===== config.mk =====
export PLATFORM = sky130hd
export DESIGN_NAME = sam_video_mem
export DESIGN_NICKNAME = d
export VERILOG_FILES = /design/src/logic/sam_mem_pkg.sv /design/src/logic/sam_video_pkg.sv /design/src/logic/cpu_bus_bridge.sv /design/src/logic/sram_arbiter.sv /design/src/logic/video_fetch.sv /design/src/logic/video_palette.sv /design/src/logic/sam_video_mem.sv
export SDC_FILE = /design/constraint.sdc
export NUM_CORES = 1
export LEC_CHECK = 0
export ABC_AREA = 1
export BUFFER_PORTS_ARGS = -buffer_cell sky130_fd_sc_hd__buf_2
export CORE_UTILIZATION = 50
export DETAILED_ROUTE_END_ITERATION = 8
export MAX_ROUTING_LAYER = met4
export PLACE_DENSITY = 0.67
export SLEW_MARGIN = 25
export SYNTH_ARGS = -nofsm -noshare
export SYNTH_HDL_FRONTEND = slang
export SYNTH_SLANG_ARGS = --single-unit

===== constraint.sdc =====
create_clock -name clk12 -period 4.8 [get_ports clk12]
set_clock_uncertainty 0.1 [all_clocks]
set_input_delay 0.48 -clock clk12 [delete_from_list [all_inputs] [get_ports clk12]]
set_output_delay 0.48 -clock clk12 [all_outputs]
set_load 0.005 [all_outputs]

===== src/logic/sam_mem_pkg.sv =====
`default_nettype none

package sam_mem_pkg;

    ////////////////////
    // Memory map
    ////////////////////

    localparam int RAM_AW  = 19;
    localparam int AXIL_AW = 20;
    localparam int AXIL_DW = 32;

    // Byte addresses below this one go to RAM
    localparam logic [AXIL_AW-1:0] REG_BASE = 20'h80000;

    // Register offsets inside the register space
    localparam logic [RAM_AW-1:0] PAL_OFFS    = 19'h00;
    localparam logic [RAM_AW-1:0] MODE_OFFS   = 19'h40;
    localparam logic [RAM_AW-1:0] BASE_OFFS   = 19'h44;
    localparam logic [RAM_AW-1:0] BORDER_OFFS = 19'h48;

    ////////////////////
    // AXI4-Lite channels
    ////////////////////

    // Master side, all five channels
    typedef struct packed {
        logic               aw_valid;
        logic [AXIL_AW-1:0] aw_addr;
        logic               w_valid;
        logic [AXIL_DW-1:0] w_data;
        logic [3:0]         w_strb;
        logic               b_ready;
        logic               ar_valid;
        logic [AXIL_AW-1:0] ar_addr;
        logic               r_ready;
    } axil_req_t;

    // Slave side
    typedef struct packed {
        logic               aw_ready;
        logic               w_ready;
        logic               b_valid;
        logic [1:0]         b_resp;
        logic               ar_ready;
        logic               r_valid;
        logic [AXIL_DW-1:0] r_data;
        logic [1:0]         r_resp;
    } axil_rsp_t;

    ////////////////////
    // Arbiter ports
    ////////////////////

    typedef struct packed {
        logic              valid;
        logic              we;
        logic [RAM_AW-1:0] addr;
        logic [7:0]        wdata;
    } mem_req_t;

    // Read byte comes back one clock after the grant
    typedef struct packed {
        logic       grant;
        logic       rvalid;
        logic [7:0] rdata;
    } mem_rsp_t;

endpackage

`default_nettype wire


===== src/logic/sam_video_pkg.sv =====
`default_nettype none

package sam_video_pkg;

    ////////////////////
    // Raster timing
    ////////////////////

    // Reduced raster, short frames in simulation
    localparam int H_TOTAL     = 48;
    localparam int H_ACTIVE    = 32;
    localparam int HSYNC_START = 36;
    localparam int HSYNC_END   = 40;
    localparam int V_TOTAL     = 24;
    localparam int V_ACTIVE    = 16;
    localparam int VSYNC_START = 18;
    localparam int VSYNC_END   = 20;
    localparam int X_W         = 6;
    localparam int Y_W         = 5;

    // Bytes per line in mode 4, mode 2 needs only 4
    localparam int LINE_BYTES  = 16;
    localparam int PAL_ENTRIES = 16;

    ////////////////////
    // Modes and colour
    ////////////////////

    typedef enum logic {
        MODE2 = 1'b0,
        MODE4 = 1'b1
    } mode_e;

    typedef struct packed {
        logic [1:0] r;
        logic [1:0] g;
        logic [1:0] b;
        logic       bright;
    } colour_t;

    // Display control as seen by the fetcher and palette
    typedef struct packed {
        mode_e                         mode;
        logic [sam_mem_pkg::RAM_AW-1:0] base;
        logic [3:0]                    border;
    } video_ctrl_t;

    // One-clock palette update
    typedef struct packed {
        logic       valid;
        logic [3:0] idx;
        colour_t    colour;
    } pal_wr_t;

    // Screen byte, two nibbles in mode 4, bitmap in mode 2 (bit 7 leftmost)
    typedef union packed {
        struct packed {
            logic [3:0] hi;
            logic [3:0] lo;
        } nib;
        logic [7:0] bits;
    } screen_byte_u;

endpackage

`default_nettype wire


===== src/logic/cpu_bus_bridge.sv =====
`timescale 1ns/1ns
`default_nettype none

module cpu_bus_bridge (
    input  wire                       clk12,
    input  wire                       arst_n,
    input  wire sam_mem_pkg::axil_req_t axil_req,
    output sam_mem_pkg::axil_rsp_t    axil_rsp,
    output sam_mem_pkg::mem_req_t     mem_req,
    input  wire sam_mem_pkg::mem_rsp_t  mem_rsp,
    output sam_video_pkg::video_ctrl_t video_ctrl,
    output sam_video_pkg::pal_wr_t    pal_wr
);

    typedef enum logic [2:0] {
        ST_IDLE,
        ST_RAM_WAIT,
        ST_RD_WAIT,
        ST_WR_RESP,
        ST_RD_RESP
    } state_e;

    state_e state;
    logic   op_wr;
    logic   wr_req;
    logic   rd_req;
    logic   wr_is_reg;
    logic   rd_is_reg;
    logic   wr_is_pal;
    logic   reg_wr_en;
    logic [sam_mem_pkg::RAM_AW-1:0]  wr_offs;
    logic [sam_mem_pkg::RAM_AW-1:0]  rd_offs;
    logic [sam_mem_pkg::AXIL_DW-1:0] r_data_q;
    sam_video_pkg::colour_t pal_shadow [sam_video_pkg::PAL_ENTRIES];

    // Register read mux, unmapped offsets give zero
    function automatic logic [sam_mem_pkg::AXIL_DW-1:0] reg_read(
        input logic [sam_mem_pkg::RAM_AW-1:0] offs
    );
        logic [sam_mem_pkg::AXIL_DW-1:0] d;
        d = '0;
        if (offs[sam_mem_pkg::RAM_AW-1:6] == sam_mem_pkg::PAL_OFFS[sam_mem_pkg::RAM_AW-1:6]
            && offs[1:0] == 2'b00) begin
            d[6:0] = pal_shadow[offs[5:2]];
        end else if (offs == sam_mem_pkg::MODE_OFFS) begin
            d[0] = video_ctrl.mode;
        end else if (offs == sam_mem_pkg::BASE_OFFS) begin
            d[sam_mem_pkg::RAM_AW-1:0] = video_ctrl.base;
        end else if (offs == sam_mem_pkg::BORDER_OFFS) begin
            d[3:0] = video_ctrl.border;
        end
        return d;
    endfunction

    ////////////////////
    // Decode
    ////////////////////

    assign wr_req    = axil_req.aw_valid && axil_req.w_valid;
    assign rd_req    = axil_req.ar_valid;
    assign wr_is_reg = axil_req.aw_addr >= sam_mem_pkg::REG_BASE;
    assign rd_is_reg = axil_req.ar_addr >= sam_mem_pkg::REG_BASE;
    assign wr_offs   = axil_req.aw_addr[sam_mem_pkg::RAM_AW-1:0];
    assign rd_offs   = axil_req.ar_addr[sam_mem_pkg::RAM_AW-1:0];
    assign wr_is_pal = wr_offs[sam_mem_pkg::RAM_AW-1:6]
                       == sam_mem_pkg::PAL_OFFS[sam_mem_pkg::RAM_AW-1:6]
                       && wr_offs[1:0] == 2'b00;
    // Register writes complete in the idle state, writes win over reads
    assign reg_wr_en = (state == ST_IDLE) && wr_req && wr_is_reg;

    // RAM request held straight from the AXI channels until granted
    always_comb begin
        mem_req       = '0;
        mem_req.valid = (state == ST_RAM_WAIT);
        mem_req.we    = op_wr;
        mem_req.addr  = op_wr ? axil_req.aw_addr[sam_mem_pkg::RAM_AW-1:0] : rd_offs;
        mem_req.wdata = axil_req.w_data[7:0];
    end

    // Readies pulse when the access completes, responses always OKAY
    always_comb begin
        axil_rsp         = '0;
        axil_rsp.b_valid = (state == ST_WR_RESP);
        axil_rsp.r_valid = (state == ST_RD_RESP);
        axil_rsp.r_data  = r_data_q;
        case (state)
            ST_IDLE: begin
                if (wr_req && (wr_is_reg || !axil_req.w_strb[0])) begin
                    axil_rsp.aw_ready = 1'b1;
                    axil_rsp.w_ready  = 1'b1;
                end else if (!wr_req && rd_req && rd_is_reg) begin
                    axil_rsp.ar_ready = 1'b1;
                end
            end
            ST_RAM_WAIT: begin
                axil_rsp.aw_ready = mem_rsp.grant && op_wr;
                axil_rsp.w_ready  = mem_rsp.grant && op_wr;
                axil_rsp.ar_ready = mem_rsp.grant && !op_wr;
            end
            default: ;
        endcase
    end

    ////////////////////
    // FSM and registers
    ////////////////////

    always_ff @(posedge clk12 or negedge arst_n) begin
        if (!arst_n) begin
            state      <= ST_IDLE;
            op_wr      <= 1'b0;
            video_ctrl <= '{mode: sam_video_pkg::MODE4, base: '0, border: '0};
            pal_wr     <= '0;
        end else begin
            pal_wr.valid  <= reg_wr_en && wr_is_pal;
            pal_wr.idx    <= wr_offs[5:2];
            pal_wr.colour <= axil_req.w_data[6:0];
            if (reg_wr_en) begin
                if (wr_offs == sam_mem_pkg::MODE_OFFS) begin
                    video_ctrl.mode <= sam_video_pkg::mode_e'(axil_req.w_data[0]);
                end
                if (wr_offs == sam_mem_pkg::BASE_OFFS) begin
                    video_ctrl.base <= axil_req.w_data[sam_mem_pkg::RAM_AW-1:0];
                end
                if (wr_offs == sam_mem_pkg::BORDER_OFFS) begin
                    video_ctrl.border <= axil_req.w_data[3:0];
                end
            end
            case (state)
                ST_IDLE: begin
                    if (wr_req) begin
                        op_wr <= 1'b1;
                        // Unstrobed RAM byte is dropped but still answered
                        state <= (wr_is_reg || !axil_req.w_strb[0]) ? ST_WR_RESP : ST_RAM_WAIT;
                    end else if (rd_req) begin
                        op_wr <= 1'b0;
                        state <= rd_is_reg ? ST_RD_RESP : ST_RAM_WAIT;
                    end
                end
                ST_RAM_WAIT: if (mem_rsp.grant) state <= op_wr ? ST_WR_RESP : ST_RD_WAIT;
                ST_RD_WAIT:  if (mem_rsp.rvalid) state <= ST_RD_RESP;
                ST_WR_RESP:  if (axil_req.b_ready) state <= ST_IDLE;
                ST_RD_RESP:  if (axil_req.r_ready) state <= ST_IDLE;
                default:     state <= ST_IDLE;
            endcase
        end
    end

    // Palette copy for read back, and read data capture
    always_ff @(posedge clk12) begin
        if (reg_wr_en && wr_is_pal) begin
            pal_shadow[wr_offs[5:2]] <= axil_req.w_data[6:0];
        end
        if (state == ST_IDLE && !wr_req && rd_req && rd_is_reg) begin
            r_data_q <= reg_read(rd_offs);
        end else if (state == ST_RD_WAIT && mem_rsp.rvalid) begin
            r_data_q <= {24'h000000, mem_rsp.rdata};
        end
    end

    ////////////////////
    // Checks
    ////////////////////

    // Held responses
    a_r_hold: assert property (@(posedge clk12) disable iff (!arst_n)
        axil_rsp.r_valid && !axil_req.r_ready |=> axil_rsp.r_valid && $stable(axil_rsp.r_data))
        else $error("r_valid dropped or r_data changed before r_ready");
    a_b_hold: assert property (@(posedge clk12) disable iff (!arst_n)
        axil_rsp.b_valid && !axil_req.b_ready |=> axil_rsp.b_valid)
        else $error("b_valid dropped before b_ready");

endmodule

`default_nettype wire


===== src/logic/sram_arbiter.sv =====
`timescale 1ns/1ns
`default_nettype none

module sram_arbiter (
    input  wire                      clk12,
    input  wire                      arst_n,
    input  wire sam_mem_pkg::mem_req_t video_req,
    output sam_mem_pkg::mem_rsp_t    video_rsp,
    input  wire sam_mem_pkg::mem_req_t cpu_req,
    output sam_mem_pkg::mem_rsp_t    cpu_rsp,
    output logic [sam_mem_pkg::RAM_AW-1:0] sram_addr,
    output logic                     sram_we_n,
    output logic [7:0]               sram_wdata,
    input  wire [7:0]                sram_rdata
);

    sam_mem_pkg::mem_req_t sel;
    // Owner of the read in flight
    logic vid_rd_q;
    logic cpu_rd_q;

    // Video has fixed priority
    always_comb begin
        video_rsp        = '0;
        cpu_rsp          = '0;
        video_rsp.grant  = video_req.valid;
        cpu_rsp.grant    = cpu_req.valid && !video_req.valid;
        video_rsp.rvalid = vid_rd_q;
        cpu_rsp.rvalid   = cpu_rd_q;
        // Shared read bus, rvalid tells who owns it
        video_rsp.rdata  = sram_rdata;
        cpu_rsp.rdata    = sram_rdata;
    end

    // Granted request drives the pins in the same clock
    assign sel        = video_req.valid ? video_req : cpu_req;
    assign sram_addr  = sel.addr;
    assign sram_we_n  = !(sel.valid && sel.we);
    assign sram_wdata = sel.wdata;

    always_ff @(posedge clk12 or negedge arst_n) begin
        if (!arst_n) begin
            vid_rd_q <= 1'b0;
            cpu_rd_q <= 1'b0;
        end else begin
            vid_rd_q <= video_rsp.grant && !video_req.we;
            cpu_rd_q <= cpu_rsp.grant && !cpu_req.we;
        end
    end

    // CPU request held steady until it wins the bus
    a_cpu_hold: assert property (@(posedge clk12) disable iff (!arst_n)
        cpu_req.valid && !cpu_rsp.grant |=> cpu_req.valid && $stable(cpu_req.addr)
            && $stable(cpu_req.we))
        else $error("CPU request dropped or changed before its grant");

endmodule

`default_nettype wire


===== src/logic/video_fetch.sv =====
`timescale 1ns/1ns
`default_nettype none

module video_fetch (
    input  wire                          clk12,
    input  wire                          arst_n,
    input  wire sam_video_pkg::video_ctrl_t video_ctrl,
    output sam_mem_pkg::mem_req_t        mem_req,
    input  wire sam_mem_pkg::mem_rsp_t     mem_rsp,
    output logic [3:0]                   pix_index,
    output logic                         pix_active,
    output logic                         hsync,
    output logic                         vsync
);

    logic [sam_video_pkg::X_W-1:0] x;
    logic [sam_video_pkg::Y_W-1:0] y;
    logic [sam_video_pkg::Y_W-1:0] fill_y;
    logic [3:0] fill_b;
    logic [3:0] fill_ptr;
    logic       fill_win;
    logic       mode4;
    logic [3:0] show_slot;
    logic [sam_mem_pkg::RAM_AW-1:0] line_offs;
    sam_video_pkg::screen_byte_u line_buf [sam_video_pkg::LINE_BYTES];
    sam_video_pkg::screen_byte_u cur_byte;

    ////////////////////
    // Raster counters
    ////////////////////

    always_ff @(posedge clk12 or negedge arst_n) begin
        if (!arst_n) begin
            x <= '0;
            y <= '0;
        end else if (x == sam_video_pkg::X_W'(sam_video_pkg::H_TOTAL - 1)) begin
            x <= '0;
            y <= (y == sam_video_pkg::Y_W'(sam_video_pkg::V_TOTAL - 1)) ? '0 : y + 1'b1;
        end else begin
            x <= x + 1'b1;
        end
    end

    assign pix_active = x < sam_video_pkg::H_ACTIVE && y < sam_video_pkg::V_ACTIVE;
    assign hsync = x >= sam_video_pkg::HSYNC_START && x < sam_video_pkg::HSYNC_END;
    assign vsync = y >= sam_video_pkg::VSYNC_START && y < sam_video_pkg::VSYNC_END;

    ////////////////////
    // Line fill
    ////////////////////

    assign mode4 = (video_ctrl.mode == sam_video_pkg::MODE4);
    // Next line to show, line 23 fills line 0
    assign fill_y = (y == sam_video_pkg::Y_W'(sam_video_pkg::V_TOTAL - 1)) ? '0 : y + 1'b1;
    // Blanking runs x 32..47, so low bits give the byte number
    assign fill_b   = x[3:0];
    assign fill_win = x >= sam_video_pkg::H_ACTIVE && fill_y < sam_video_pkg::V_ACTIVE;
    // 16 bytes per line in mode 4, 4 in mode 2
    assign line_offs = mode4 ? sam_mem_pkg::RAM_AW'({fill_y, 4'b0000})
                             : sam_mem_pkg::RAM_AW'({fill_y, 2'b00});

    always_comb begin
        mem_req       = '0;
        mem_req.valid = fill_win && (mode4 || fill_b[3:2] == 2'b00);
        mem_req.addr  = video_ctrl.base + line_offs + sam_mem_pkg::RAM_AW'(fill_b);
    end

    // Byte lands one clock after its grant
    always_ff @(posedge clk12 or negedge arst_n) begin
        if (!arst_n) begin
            fill_ptr <= '0;
            for (int i = 0; i < sam_video_pkg::LINE_BYTES; i++) begin
                line_buf[i] <= '0;
            end
        end else begin
            if (mem_rsp.grant) begin
                fill_ptr <= fill_b;
            end
            if (mem_rsp.rvalid) begin
                line_buf[fill_ptr].bits <= mem_rsp.rdata;
            end
        end
    end

    ////////////////////
    // Pixel index
    ////////////////////

    // Mode 4 two pixels per byte, mode 2 eight
    assign show_slot = mode4 ? x[4:1] : {2'b00, x[4:3]};
    assign cur_byte  = line_buf[show_slot];

    always_comb begin
        if (mode4) begin
            // High nibble is the left pixel
            pix_index = x[0] ? cur_byte.nib.lo : cur_byte.nib.hi;
        end else begin
            pix_index = {3'b000, cur_byte.bits[3'd7 - x[2:0]]};
        end
    end

    // A fill byte never lands in the slot on screen
    a_fill_blank: assert property (@(posedge clk12) disable iff (!arst_n)
        mem_rsp.rvalid && pix_active |-> fill_ptr != show_slot)
        else $error("line fill wrote the byte being shown");

endmodule

`default_nettype wire


===== src/logic/video_palette.sv =====
`timescale 1ns/1ns
`default_nettype none

module video_palette (
    input  wire                          clk12,
    input  wire                          arst_n,
    input  wire sam_video_pkg::pal_wr_t    pal_wr,
    input  wire sam_video_pkg::video_ctrl_t video_ctrl,
    input  wire [3:0]                    pix_index,
    input  wire                          pix_active,
    input  wire                          hsync,
    input  wire                          vsync,
    output sam_video_pkg::colour_t       colour,
    output logic                         csync
);

    sam_video_pkg::colour_t pal_tab [sam_video_pkg::PAL_ENTRIES];
    sam_video_pkg::colour_t pix_colour;

    // Colour table, written from the bridge
    always_ff @(posedge clk12) begin
        if (pal_wr.valid) begin
            pal_tab[pal_wr.idx] <= pal_wr.colour;
        end
    end

    // Border entry outside the active area
    assign pix_colour = pix_active ? pal_tab[pix_index] : pal_tab[video_ctrl.border];

    // One register stage to the pins
    always_ff @(posedge clk12 or negedge arst_n) begin
        if (!arst_n) begin
            colour <= '0;
            csync  <= 1'b1;
        end else begin
            colour <= pix_colour;
            // Composite sync, active low
            csync  <= !(hsync || vsync);
        end
    end

endmodule

`default_nettype wire


===== src/logic/sam_video_mem.sv =====
`timescale 1ns/1ns
`default_nettype none

module sam_video_mem (
    input  wire                      clk12,
    input  wire                      arst_n,
    input  wire sam_mem_pkg::axil_req_t axil_req,
    output sam_mem_pkg::axil_rsp_t   axil_rsp,
    output wire [sam_mem_pkg::RAM_AW-1:0] sram_addr,
    output wire                      sram_we_n,
    output wire [7:0]                sram_wdata,
    input  wire [7:0]                sram_rdata,
    output wire [2:0]                r,
    output wire [2:0]                g,
    output wire [2:0]                b,
    output wire                      csync
);

    sam_mem_pkg::mem_req_t      cpu_req;
    sam_mem_pkg::mem_rsp_t      cpu_rsp;
    sam_mem_pkg::mem_req_t      vid_req;
    sam_mem_pkg::mem_rsp_t      vid_rsp;
    sam_video_pkg::video_ctrl_t video_ctrl;
    sam_video_pkg::pal_wr_t     pal_wr;
    sam_video_pkg::colour_t     colour;
    logic [3:0] pix_index;
    logic       pix_active;
    logic       hsync;
    logic       vsync;

    // Bright goes out as the low bit of every gun
    assign r = {colour.r, colour.bright};
    assign g = {colour.g, colour.bright};
    assign b = {colour.b, colour.bright};

    cpu_bus_bridge u_bridge (
        .clk12      (clk12),
        .arst_n     (arst_n),
        .axil_req   (axil_req),
        .axil_rsp   (axil_rsp),
        .mem_req    (cpu_req),
        .mem_rsp    (cpu_rsp),
        .video_ctrl (video_ctrl),
        .pal_wr     (pal_wr)
    );

    sram_arbiter u_arbiter (
        .clk12      (clk12),
        .arst_n     (arst_n),
        .video_req  (vid_req),
        .video_rsp  (vid_rsp),
        .cpu_req    (cpu_req),
        .cpu_rsp    (cpu_rsp),
        .sram_addr  (sram_addr),
        .sram_we_n  (sram_we_n),
        .sram_wdata (sram_wdata),
        .sram_rdata (sram_rdata)
    );

    video_fetch u_fetch (
        .clk12      (clk12),
        .arst_n     (arst_n),
        .video_ctrl (video_ctrl),
        .mem_req    (vid_req),
        .mem_rsp    (vid_rsp),
        .pix_index  (pix_index),
        .pix_active (pix_active),
        .hsync      (hsync),
        .vsync      (vsync)
    );

    video_palette u_palette (
        .clk12      (clk12),
        .arst_n     (arst_n),
        .pal_wr     (pal_wr),
        .video_ctrl (video_ctrl),
        .pix_index  (pix_index),
        .pix_active (pix_active),
        .hsync      (hsync),
        .vsync      (vsync),
        .colour     (colour),
        .csync      (csync)
    );

endmodule

`default_nettype wire


==> impl_metrics.toml, run 1 <==
[run_status]
status = "finished, final reports clean"

[floorplanning]
ios = 170
die_h_um = 207
dieArea_um2 = 43000
initial_core_util = 0.512
die_x_um = 207
num_rows = 74
fp.coreArea_um2 = 41200

[detailed_routing]
drtIter0Drc = 2054
drc = 0
wl_per_cell_um = 19.9
vias = 17500
antenna_left = 0
first_pass_iters = 6
routed_wl_um = 59400
viasPerCell = 5.86

[pwr]
vdd_drop_max_mv = 0.329
p_comb_frac = 0.081
sw_frac_of_total = 0.247
cellLeakagePower_uw = 0.0103
clockPowerShare = 0.424
power.switching_uw = 2060
p_int_uw = 6270
p_seq_frac = 0.495
p_per_area_nw_per_um2 = 349

[timing]
worst_pin_slew_ps = 1010
rsz0062_at_grt = "yes"
finalSetupViolations = 0
setup_ws_ps = 126
finalMaxSlewViolations = 0
relSlewSlack = 0.322
max_freq_mhz = 214
period_share = 0.974
hold_viol = 0
finalCriticalPeriod_ps = 4670

[placement]
routabilityCongestion = 0.938
io_buffers = 136
dp.cells = 2886
dp_slack_ps = 371
hpwl_um = 37400

[final_layout]
synthToLayoutAreaGrowth_pct = 13.2
diodes = 0
nNetsFinal = 2532
finalNonFillerCells = 2987
drive_gt1_frac = 0.128

[clock_tree]
cts.path.max_buffers = 3
cts_tree = "yes"
cts.sink_count = 436
clk_pin_slew_ps = 60
htree_num_levels = 2
cts_root_buf = "clkbuf_16"
clock_latency_ps = 600
numCtsBuffers = 47

[synthesis]
yosysSeqAreaShare = 0.575
synth_area_um2 = 21100
synth-edff-count = 243
yosys_warnings = 0
ys_ff_latch = 436
postSynthCellCount = 2323
synth_cell_types = 44
avgSynthCellArea_um2 = 9.08
synth_ff_type = "edfxtp_1"
synthArstFlopShare = 0.443

[worst_setup_path]
worstPathArrival_ps = 4090
cp-start-kind = "flip-flop"
required_ps = 4220
crit_type = "flip-flop to primary output"
cp-end-kind = "primary output"
crit_path_max_fanout = 5

[grt]
grt_pass1_vias = 16400
grt_max_degree = 122
met3_usage = 0.0377
grt-busiest-layer = "met2"
gr-usage-met1 = 0.384
grt_pass1_wl_um = 92100
grt.met2_usage = 0.432
grt_overflow = 0
grt_antenna_before_repair = 0
track_usage = 0.281

[flow_run]
cap_violations = 0

[hold_path]
worstHoldPathType = "primary input to flip-flop"
## power groups by stage
stage               Combinational, µW  Clock [µW]  Sequential [µW]
finish                            674        3530             4120
global placement                  655           0             4190
CTS                               673        3570             4110
floorplan                         389           0             4150
detailed placement                666           0             4190
global route                      755        3720             4120
## timing repair
item / CTS / global route
endpoints found under the setup margin: 5 / 6
gates resized for setup: 9 / 33
pin swaps: 2 / 15
setup buffers: 2 / 8
endpoints found under the hold margin: 58 / 0
hold buffers: 5 / 0
## sequential cells by signal, indices dropped and copies added (netlist names)
| name | count |
|---|---|
| u_fetch.x | 6 |
| u_palette.colour | 7 |
| u_bridge.pal_shadow | 112 |
| u_palette.pal_tab | 112 |
| u_bridge.r_data_q | 19 |
| u_arbiter.vid_rd_q | 1 |
| u_palette.csync | 1 |
| u_fetch.fill_ptr | 4 |
| u_bridge.video_ctrl | 24 |
| u_fetch.y | 5 |
| u_bridge.op_wr | 1 |
| u_bridge.state | 3 |
| u_arbiter.cpu_rd_q | 1 |
| u_fetch.line_buf | 128 |
| u_bridge.pal_wr | 12 |
## cell type report
class / count / area [µm²]
inverter: 198 / 743
clock buffer: 55 / 1230
fill: 3531 / 17300
timing repair buffer: 177 / 1060
tap: 532 / 666
sequential: 436 / 12100
multi-input combinational: 1559 / 7780
clock inverter: 30 / 254
## cells by family (layout without fill, tap and decap cells)
kind of cell / count (synthesis) / count (layout) / synth area share
adders and majority gates: 22 / 22 / 0.0141
AOI/OAI and AO/OA: 424 / 424 / 0.110
xor gates and xnor gates: 11 / 11 / 0.00457
DFF: 436 / 436 / 0.575
other: 1 / 17 / 0.000178
buffers and inverters: 344 / 460 / 0.0688
muxes: 15 / 15 / 0.00801
and+or+nand+nor: 1070 / 1070 / 0.219
## final timing paths
check / startpoint / endpoint / slack (ps) / cells past startpoint
worst max register to register: u_bridge.video_ctrl[23] / u_palette.colour[4] / 290 / 22
worst max-delay path: u_fetch.y[1] / sram_addr[18] / 130 / 26
worst min-delay path: axil_req[41] / u_bridge.video_ctrl[18] / 20 / 2
min in group asynchronous: arst_n / u_fetch.line_buf[7] / 230 / 2
max in group asynchronous: arst_n / u_palette.csync / 3060 / 4
worst min register to register: u_fetch.line_buf[23] / u_fetch.line_buf[23] / 380 / 2
## Yosys cell counts, types with 2 or more instances
cell	count	area share
a221oi_1	2	0.00083
xnor2_1	3	0.0012
nand2_1	533	0.095
nand2_2	4	0.0012
o211ai_1	9	0.0032
or2_2	3	0.00089
nand4_1	9	0.0027
clkbuf_1	78	0.014
mux2_2	15	0.0080
a211o_1	2	0.00083
nand3b_1	21	0.0075
a22oi_1	5	0.0018
ha_1	19	0.011
o21bai_1	5	0.0018
o21ai_0	259	0.061
fa_1	3	0.0028
nor4_1	13	0.0039
buf_4	27	0.0096
buf_1	14	0.0025
nor2_1	130	0.023
buf_2	23	0.0055
o2111ai_1	20	0.0083
o311ai_0	5	0.0021
a31oi_1	11	0.0033
buf_6	4	0.0021
xor2_1	8	0.0033
nor3_1	22	0.0052
edfxtp_1	243	0.35
a21oi_1	97	0.023
dfrtp_1	191	0.23
nand3_1	333	0.079
inv_1	192	0.034
o21ai_2	2	0.00083
o22ai_1	3	0.00089
clkinv_1	3	0.00053
inv_2	3	0.00053
dfstp_2	2	0.0025
## cells in the final DEF, fill, tap and decap left out, types with 4 or more instances in the layout
master	netlist	final
nand3_1	333	329
xor2_1	8	7
conb_1	1	17
buf_4	27	32
o21ai_1	0	5
clkinv_1	3	12
clkbuf_16	0	47
nand4_1	9	9
nor2_2	0	4
inv_1	192	188
edfxtp_1	243	243
o2111ai_1	20	20
o21bai_1	5	5
o21ai_0	259	252
nor3_2	0	7
clkbuf_1	78	6
nor2_1	130	126
nand2_2	4	9
a22oi_1	5	5
o211ai_1	9	9
nand3_2	1	5
nand3b_1	21	21
nand2_1	533	527
ha_4	0	4
a21oi_1	97	95
a31oi_1	11	10
mux2_2	15	15
nor4_1	13	11
inv_2	3	7
nor3_1	22	14
dfrtp_1	191	190
clkinv_2	0	13
buf_2	23	135
ha_1	19	14
dlygate4sd3_1	0	5
o311ai_0	5	5
## metal layers
layer | wire length, µm | share of wire
met5 | 0 | 0
met3 | 5160 | 0.087
met1 | 24700 | 0.42
met2 | 27800 | 0.47
met4 | 1760 | 0.030
## metrics by stage
stage          utilization  power [µW]  TNS, ps  hold WS [ps]  area (µm²)
2_1_floorplan            -        4530        0          84.4       21100
4_1_cts              0.573        8360        0          7.81       23600
3_5_place_dp         0.535        4850        0           373       22000
3_3_place_gp         0.534        4840        0           366       22000
6_report             0.579        8320        0          22.4       23900
5_1_grt              0.579        8600     -138          9.41       23900
## critical path: stages (launching register included)
cell and delay (ps):
dfrtp_1 410, ha_2 200, nand2_1 80, inv_2 70, a21oi_2 160, nand2_1 80
fa_1 510, inv_2 60, ha_4 260, nand3_2 70, nand2_2 80, nand3_2 60
nand2_2 70, nand2_2 60, nand2_2 70, a21oi_2 60, o21ai_1 160, nand2_1 90
inv_2 80, nand2_4 50, nor3_4 140, nand2_2 90, nor3_2 190, xor2_1 160
nand2_1 80, nand2_1 70, buf_2 110
(Power assumes the default switching activity.)
==> run 2: changes to the inputs <==
Settings changed: ABC_AREA 1 to not set.
==> run 2 against run 1 <==
The run now ends with design-rule violations, negative setup slack left. Sequential power about the same. Via count down 24%. Wire length down 15%. Critical endpoint is now sram_addr[11].
==> impl_metrics.toml, run 2 <==
[run_status]
status = "finished with violations"
violations = "design-rule violations, negative setup slack"

[flow_run]
cap_violations = 0

[synthesis]
synth_area_leaders = "edfxtp_1, dfrtp_1, mux2_2, mux4_2, mux2i_1"
postSynthCellCount = 1499
synthArstFlopShare = 0.443
synth_commonest_cells = "edfxtp_1, dfrtp_1, mux2_2"
synth_top_area_frac = 0.348
synth_ff_type = "edfxtp_1"
yosysMostFrequentCell = "edfxtp_1"
ys_ff_latch = 436
synth_cell_types = 66
synth-edff-count = 243
yosys_warnings = 0
avgSynthCellArea_um2 = 14.0
yosys.area.top_type = "edfxtp_1"
yosysSeqAreaShare = 0.578
synth_area_um2 = 21000

[worst_setup_path]
cp-end-kind = "primary output"
crit_type = "flip-flop to primary output"
cp-start-kind = "flip-flop"
required_ps = 4220
r2r_slack_ps = 520
worstPathCellList = "ha_4 > nand2_4 > nor3b_4 > or3_4 > fa_1 > inv_2 > fa_2 > a21o_1 > a21oi_2 > o21bai_1 > a21oi_2 > o21bai_1 > a21o_1 > a21oi_4 > nor2_1 > xnor2_1 > a21oi_1 > buf_2"
slowest_stage = "fa_1"
worstPathArrival_ps = 4220
crit_path_max_fanout = 4
slowest_delay_ps = 510

[final_layout]
nNetsFinal = 1755
layout_common_cells = "edfxtp_1, dfrtp_1, mux2_2"
synthToLayoutAreaGrowth_pct = 13.8
fill_cells = 3315
finalNonFillerCells = 2209
top_register = "u_fetch.line_buf"
layout_commonest_cell = "edfxtp_1"
drive_gt1_frac = 0.321
diodes = 0
largest_reg_flops = 128

[clock_tree]
htree_num_levels = 2
numCtsBuffers = 45
cts_root_buf = "clkbuf_16"
cts.sink_count = 436
cts.path.max_buffers = 3
cts_tree = "yes"
clock_latency_ps = 590
clk_pin_slew_ps = 60

[grt]
grt_max_degree = 106
grt_pass1_wl_um = 77800
grt_overflow = 0
grt_antenna_before_repair = 0
track_usage = 0.251
grt_pass1_vias = 13200

[pwr]
p_per_area_nw_per_um2 = 349
vdd_drop_max_mv = 0.326
cellLeakagePower_uw = 0.00926

[floorplanning]
fp.coreArea_um2 = 41100
die_h_um = 207
num_rows = 74
initial_core_util = 0.510
ios = 170
dieArea_um2 = 42800
die_x_um = 207

[detailed_routing]
vias = 13200
drc = 2
wl_per_cell_um = 22.9
first_pass_iters = 9
routed_wl_um = 50500
drtIter0Drc = 1003
antenna_left = 0
viasPerCell = 5.99

[timing]
worst_pin_slew_ps = 1010
hold_viol = 0
period_share = 1.00
finalMaxSlewViolations = 0
setup_ws_ps = -0.0324
setup_tns_ps = -0.0324
finalSetupViolations = 1
finalCriticalPeriod_ps = 4800
rsz0062_at_grt = "yes"
relSlewSlack = 0.324
max_freq_mhz = 208
holdWs_ps = 37.6

[placement]
io_buffers = 136
dp_slack_ps = 119
dp.cells = 2114
routabilityCongestion = 0.867
hpwl_um = 33800

[hold_path]
worstHoldPathType = "primary input to flip-flop"
[run 2: repair_timing]
item | 4_1_cts | 5_1_grt
buffers inserted | 3 | 9
pin swaps | 5 | 18
hold endpoints to repair | 102 | 0
endpoints found under the setup margin | 11 | 10
gates resized for setup | 12 | 11
hold buffers | 1 | 0
[run 2: area by class of cell]
type / instances / area, µm² / area share
Timing Repair Buffer: 187 / 1100 / 0.0461
Inverter: 20 / 75.1 / 0.00315
Sequential cell: 436 / 12100 / 0.508
Clock inverter: 23 / 249 / 0.0104
Tap cell: 532 / 666 / 0.0279
Multi-Input combinational cell: 952 / 8420 / 0.353
Clock buffer: 59 / 1220 / 0.0511
[run 2: per-stage QoR]
stage | utilization | total power [µW] | instance area, µm²
2_1_floorplan | - | 4620 | 21000
3_3_place_gp | 0.539 | 4900 | 22200
3_5_place_dp | 0.539 | 4910 | 22200
4_1_cts | 0.577 | 8390 | 23700
5_1_grt | 0.581 | 8610 | 23900
6_report | 0.581 | 8340 | 23900
[run 2: power breakdown]
group | total, µW | switching [µW] | internal, µW
sequential | 4130 | 64.8 | 4070
clock | 3500 | 1480 | 2020
combinational | 707 | 400 | 307
[run 2: cell families (layout without fill, tap and decap cells)]
kind of cell,count (synthesis),in the layout,share of synthesized area
flip-flops,436,436,0.578
multiplexers,351,351,0.225
AND/OR/NAND/NOR,326,326,0.0759
AO/OA/AOI/OAI,216,216,0.0675
buffers and inverters,127,289,0.0301
adder cells (fa/ha/maj),22,22,0.0142
XOR/XNOR,20,20,0.00835
other,1,17,0.000179
[run 2: final timing paths]
kind                                         start                       to  cells after the start
max reg2reg                u_bridge.video_ctrl[23]      u_palette.colour[3]                     12
min in group asynchronous                   arst_n    u_fetch.line_buf[105]                      2
max                                   u_fetch.y[0]            sram_addr[11]                     18
min                                   axil_req[36]  u_bridge.video_ctrl[13]                      2
max in group asynchronous                   arst_n      u_fetch.line_buf[9]                      3
min reg2reg                  u_fetch.line_buf[107]    u_fetch.line_buf[107]                      1
[run 2: per-layer routing]
| layer | vias up | GRT usage | share of wire | wire length, µm |
|---|---|---|---|---|
| met5 | - | - | 0 | 0 |
| met4 | 0 | 0.0743 | 0.022 | 1130 |
| met3 | 93 | 0.0433 | 0.063 | 3200 |
| met2 | 501 | 0.388 | 0.47 | 23900 |
| met1 | 6706 | 0.342 | 0.44 | 22300 |
| li1 | 5935 | - | - | - |
[run 2: worst max-delay path: cells and delay by family, from the launching register on]
family | cells | cell delay [ps]
compound gates | 8 | 1240
xor+xnor | 1 | 130
fa+ha+maj | 3 | 1050
buf+inv | 2 | 220
flops | 1 | 410
simple gates | 4 | 570
==> run 3: changes to the inputs <==
Settings changed: SKIP_LAST_GASP set to 1.
Clock period 4.8 ns to 5.1 ns, I/O delays scaled along.
==> run 3 against run 2 <==
The flow now finishes without violations. Via count fell by 0.59%. Hold slack gained 32 ps. Setup slack gained 160 ps. Combinational power is 12% lower. Register-to-register slack improved by 180 ps. Die area unchanged. Critical path depth is the same. Cell count down 0.23%. Utilization down 0.34 points. Critical path type unchanged. Largest cell class unchanged.
==> impl_metrics.toml, run 3 (same netlist as run 2, synthesis figures left out) <==
[final_layout]
drive_gt1_frac = 0.313
top_register = "u_fetch.line_buf"
largest_reg_flops = 128
fill_cells = 3313
layout_common_cells = "edfxtp_1, dfrtp_1, mux2_2"
nNetsFinal = 1747
multi_input_area_um2 = 8340
layout_commonest_cell = "edfxtp_1"
diodes = 0
synthToLayoutAreaGrowth_pct = 13.1
seq_area_um2 = 12100
stdcell_area_um2 = 23700

[timing]
relSlewSlack = 0.230
worst_pin_slew_ps = 1150
finalMaxSlewViolations = 0
finalCriticalPeriod_ps = 4940
max_freq_mhz = 203
hold_viol = 0
finalSetupViolations = 0
period_share = 0.968

[detailed_routing]
vias = 13200
drc = 0
drtIter0Drc = 1066
viasPerCell = 5.97
first_pass_iters = 7
routed_wl_um = 51200
wl_per_cell_um = 23.2
antenna_left = 0

[run_status]
status = "finished, final reports clean"

[floorplanning]
initial_core_util = 0.510
die_x_um = 207
fp.coreArea_um2 = 41100
die_h_um = 207
dieArea_um2 = 42800
num_rows = 74
ios = 170

[worst_setup_path]
required_ps = 4490
crit_path_max_fanout = 5
reg2reg_from = "u_bridge.video_ctrl[23]"
crit_type = "flip-flop to primary output"
r2r_slack_ps = 700
rr_worst_depth = 10
worstPathArrival_ps = 4330
cp-end-kind = "primary output"
cp-start-kind = "flip-flop"
r2r-end = "u_palette.colour[3]"

[pwr]
vdd_drop_max_mv = 0.275
cellLeakagePower_uw = 0.00917
p_per_area_nw_per_um2 = 330
finalPower_uw = 7820

[clock_tree]
clock_latency_ps = 580
cts_root_buf = "clkbuf_16"
cts.sink_count = 436
cts.path.max_buffers = 3
htree_num_levels = 2
clk_pin_slew_ps = 60
numCtsBuffers = 46
cts_tree = "yes"

[grt]
grt.met2_usage = 0.396
grt_pass1_wl_um = 77800
grt_pass1_vias = 13100
track_usage = 0.251
met3_usage = 0.0385
grt_antenna_before_repair = 0
grt_overflow = 0
grt-busiest-layer = "met2"
grt_max_degree = 102
gr-usage-met1 = 0.343

[hold_path]
holdPathStages = 2
min-delay-start = "axil_req[44]"
worstHoldPathType = "primary input to flip-flop"
min_to = "u_bridge.video_ctrl[21]"

[placement]
routabilityCongestion = 0.900
placed_cell_area_um2 = 22100
hpwl_um = 33600
io_buffers = 136

[flow_run]
cap_violations = 0
==> run 3: changes by cell type in the layout (fill, tap and decap cells not counted), moves of 2 or more <==
cell / previous run / this run
buf_4: 48 / 42
clkbuf_8: 5 / 9
clkinv_2: 12 / 8
bufinv_16: 4 / 1
clkinv_1: 1 / 4
buf_12: 2 / 0
clkbuf_16: 45 / 47
clkinv_4: 0 / 2
clkinvlp_4: 2 / 4
dfrtp_1: 190 / 188
dfrtp_2: 0 / 2
nor3_1: 10 / 12
nor3_2: 4 / 2
==> run 3: layout make-up <==
cell class,instances,share of cell area
inverter,20,0.00316
clock inverter,22,0.00733
tap,532,0.0281
timing repair buffer,178,0.0426
sequential,436,0.512
multi-input combinational,952,0.352
clock buffer,64,0.0556
==> run 3: layer usage <==
layer  part of all wire  up-vias  wire length (µm)
met5                  0        -                 0
li1                   -     5934                 -
met3              0.058       85              2990
met2               0.48      463             24800
met1               0.44     6675             22300
met4              0.021        0              1090
==> run 3: stage by stage <==
stage / setup TNS, ps / utilization / setup slack, ps / hold slack, ps / instances
after detailed placement: 0 / 0.539 / 427 / 389 / 2114
after global routing: -18.8 / 0.577 / -18.8 / 52.7 / 2204
after global placement: 0 / 0.538 / 424 / 382 / 2114
after floorplan: 0 / - / 442 / 114 / 1515
after CTS: 0 / 0.576 / 13.3 / 39.4 / 2201
final: 0 / 0.577 / 162 / 69.1 / 2204
==> run 3: worst max-delay path, stage by stage (launching register included) <==
cell and delay (ps):
dfrtp_2 450, ha_4 200, nand2_2 90, nor3b_2 60, or3_1 330, fa_1 500
inv_1 70, ha_1 280, a21o_1 130, a21oi_2 70, o21bai_1 160, a21oi_2 100
o21bai_1 180, a21oi_2 100, o21ai_1 330, nand3_1 140, xor2_1 160, a21oi_1 230
buf_2 160
==> run 3: how the worst max path moves through the flow <==
stage                            startpoint             to  slack, ps
floorplan           u_bridge.video_ctrl[23]  sram_addr[15]        440
global placement               u_fetch.y[0]  sram_addr[13]        420
detailed placement             u_fetch.y[0]  sram_addr[13]        430
CTS                            u_fetch.y[0]  sram_addr[13]         10
global route                   u_fetch.y[0]  sram_addr[14]        -20
finish                         u_fetch.y[0]  sram_addr[14]        160
==> run 3: where the power goes <==
group	internal (µW)	switching, µW
clock network	1870	1400
logic	283	340
registers	3830	97.6
total	5980	1840
==> run 3: what timing repair did <==
item | in CTS | in global routing
gates cloned | 0 | 0
setup endpoints to repair | 8 | 11
hold buffers | 1 | 0
hold endpoints to repair | 99 | 0
pin swaps | 0 | 4
resized for setup | 6 | 8
setup buffers | 0 | 3
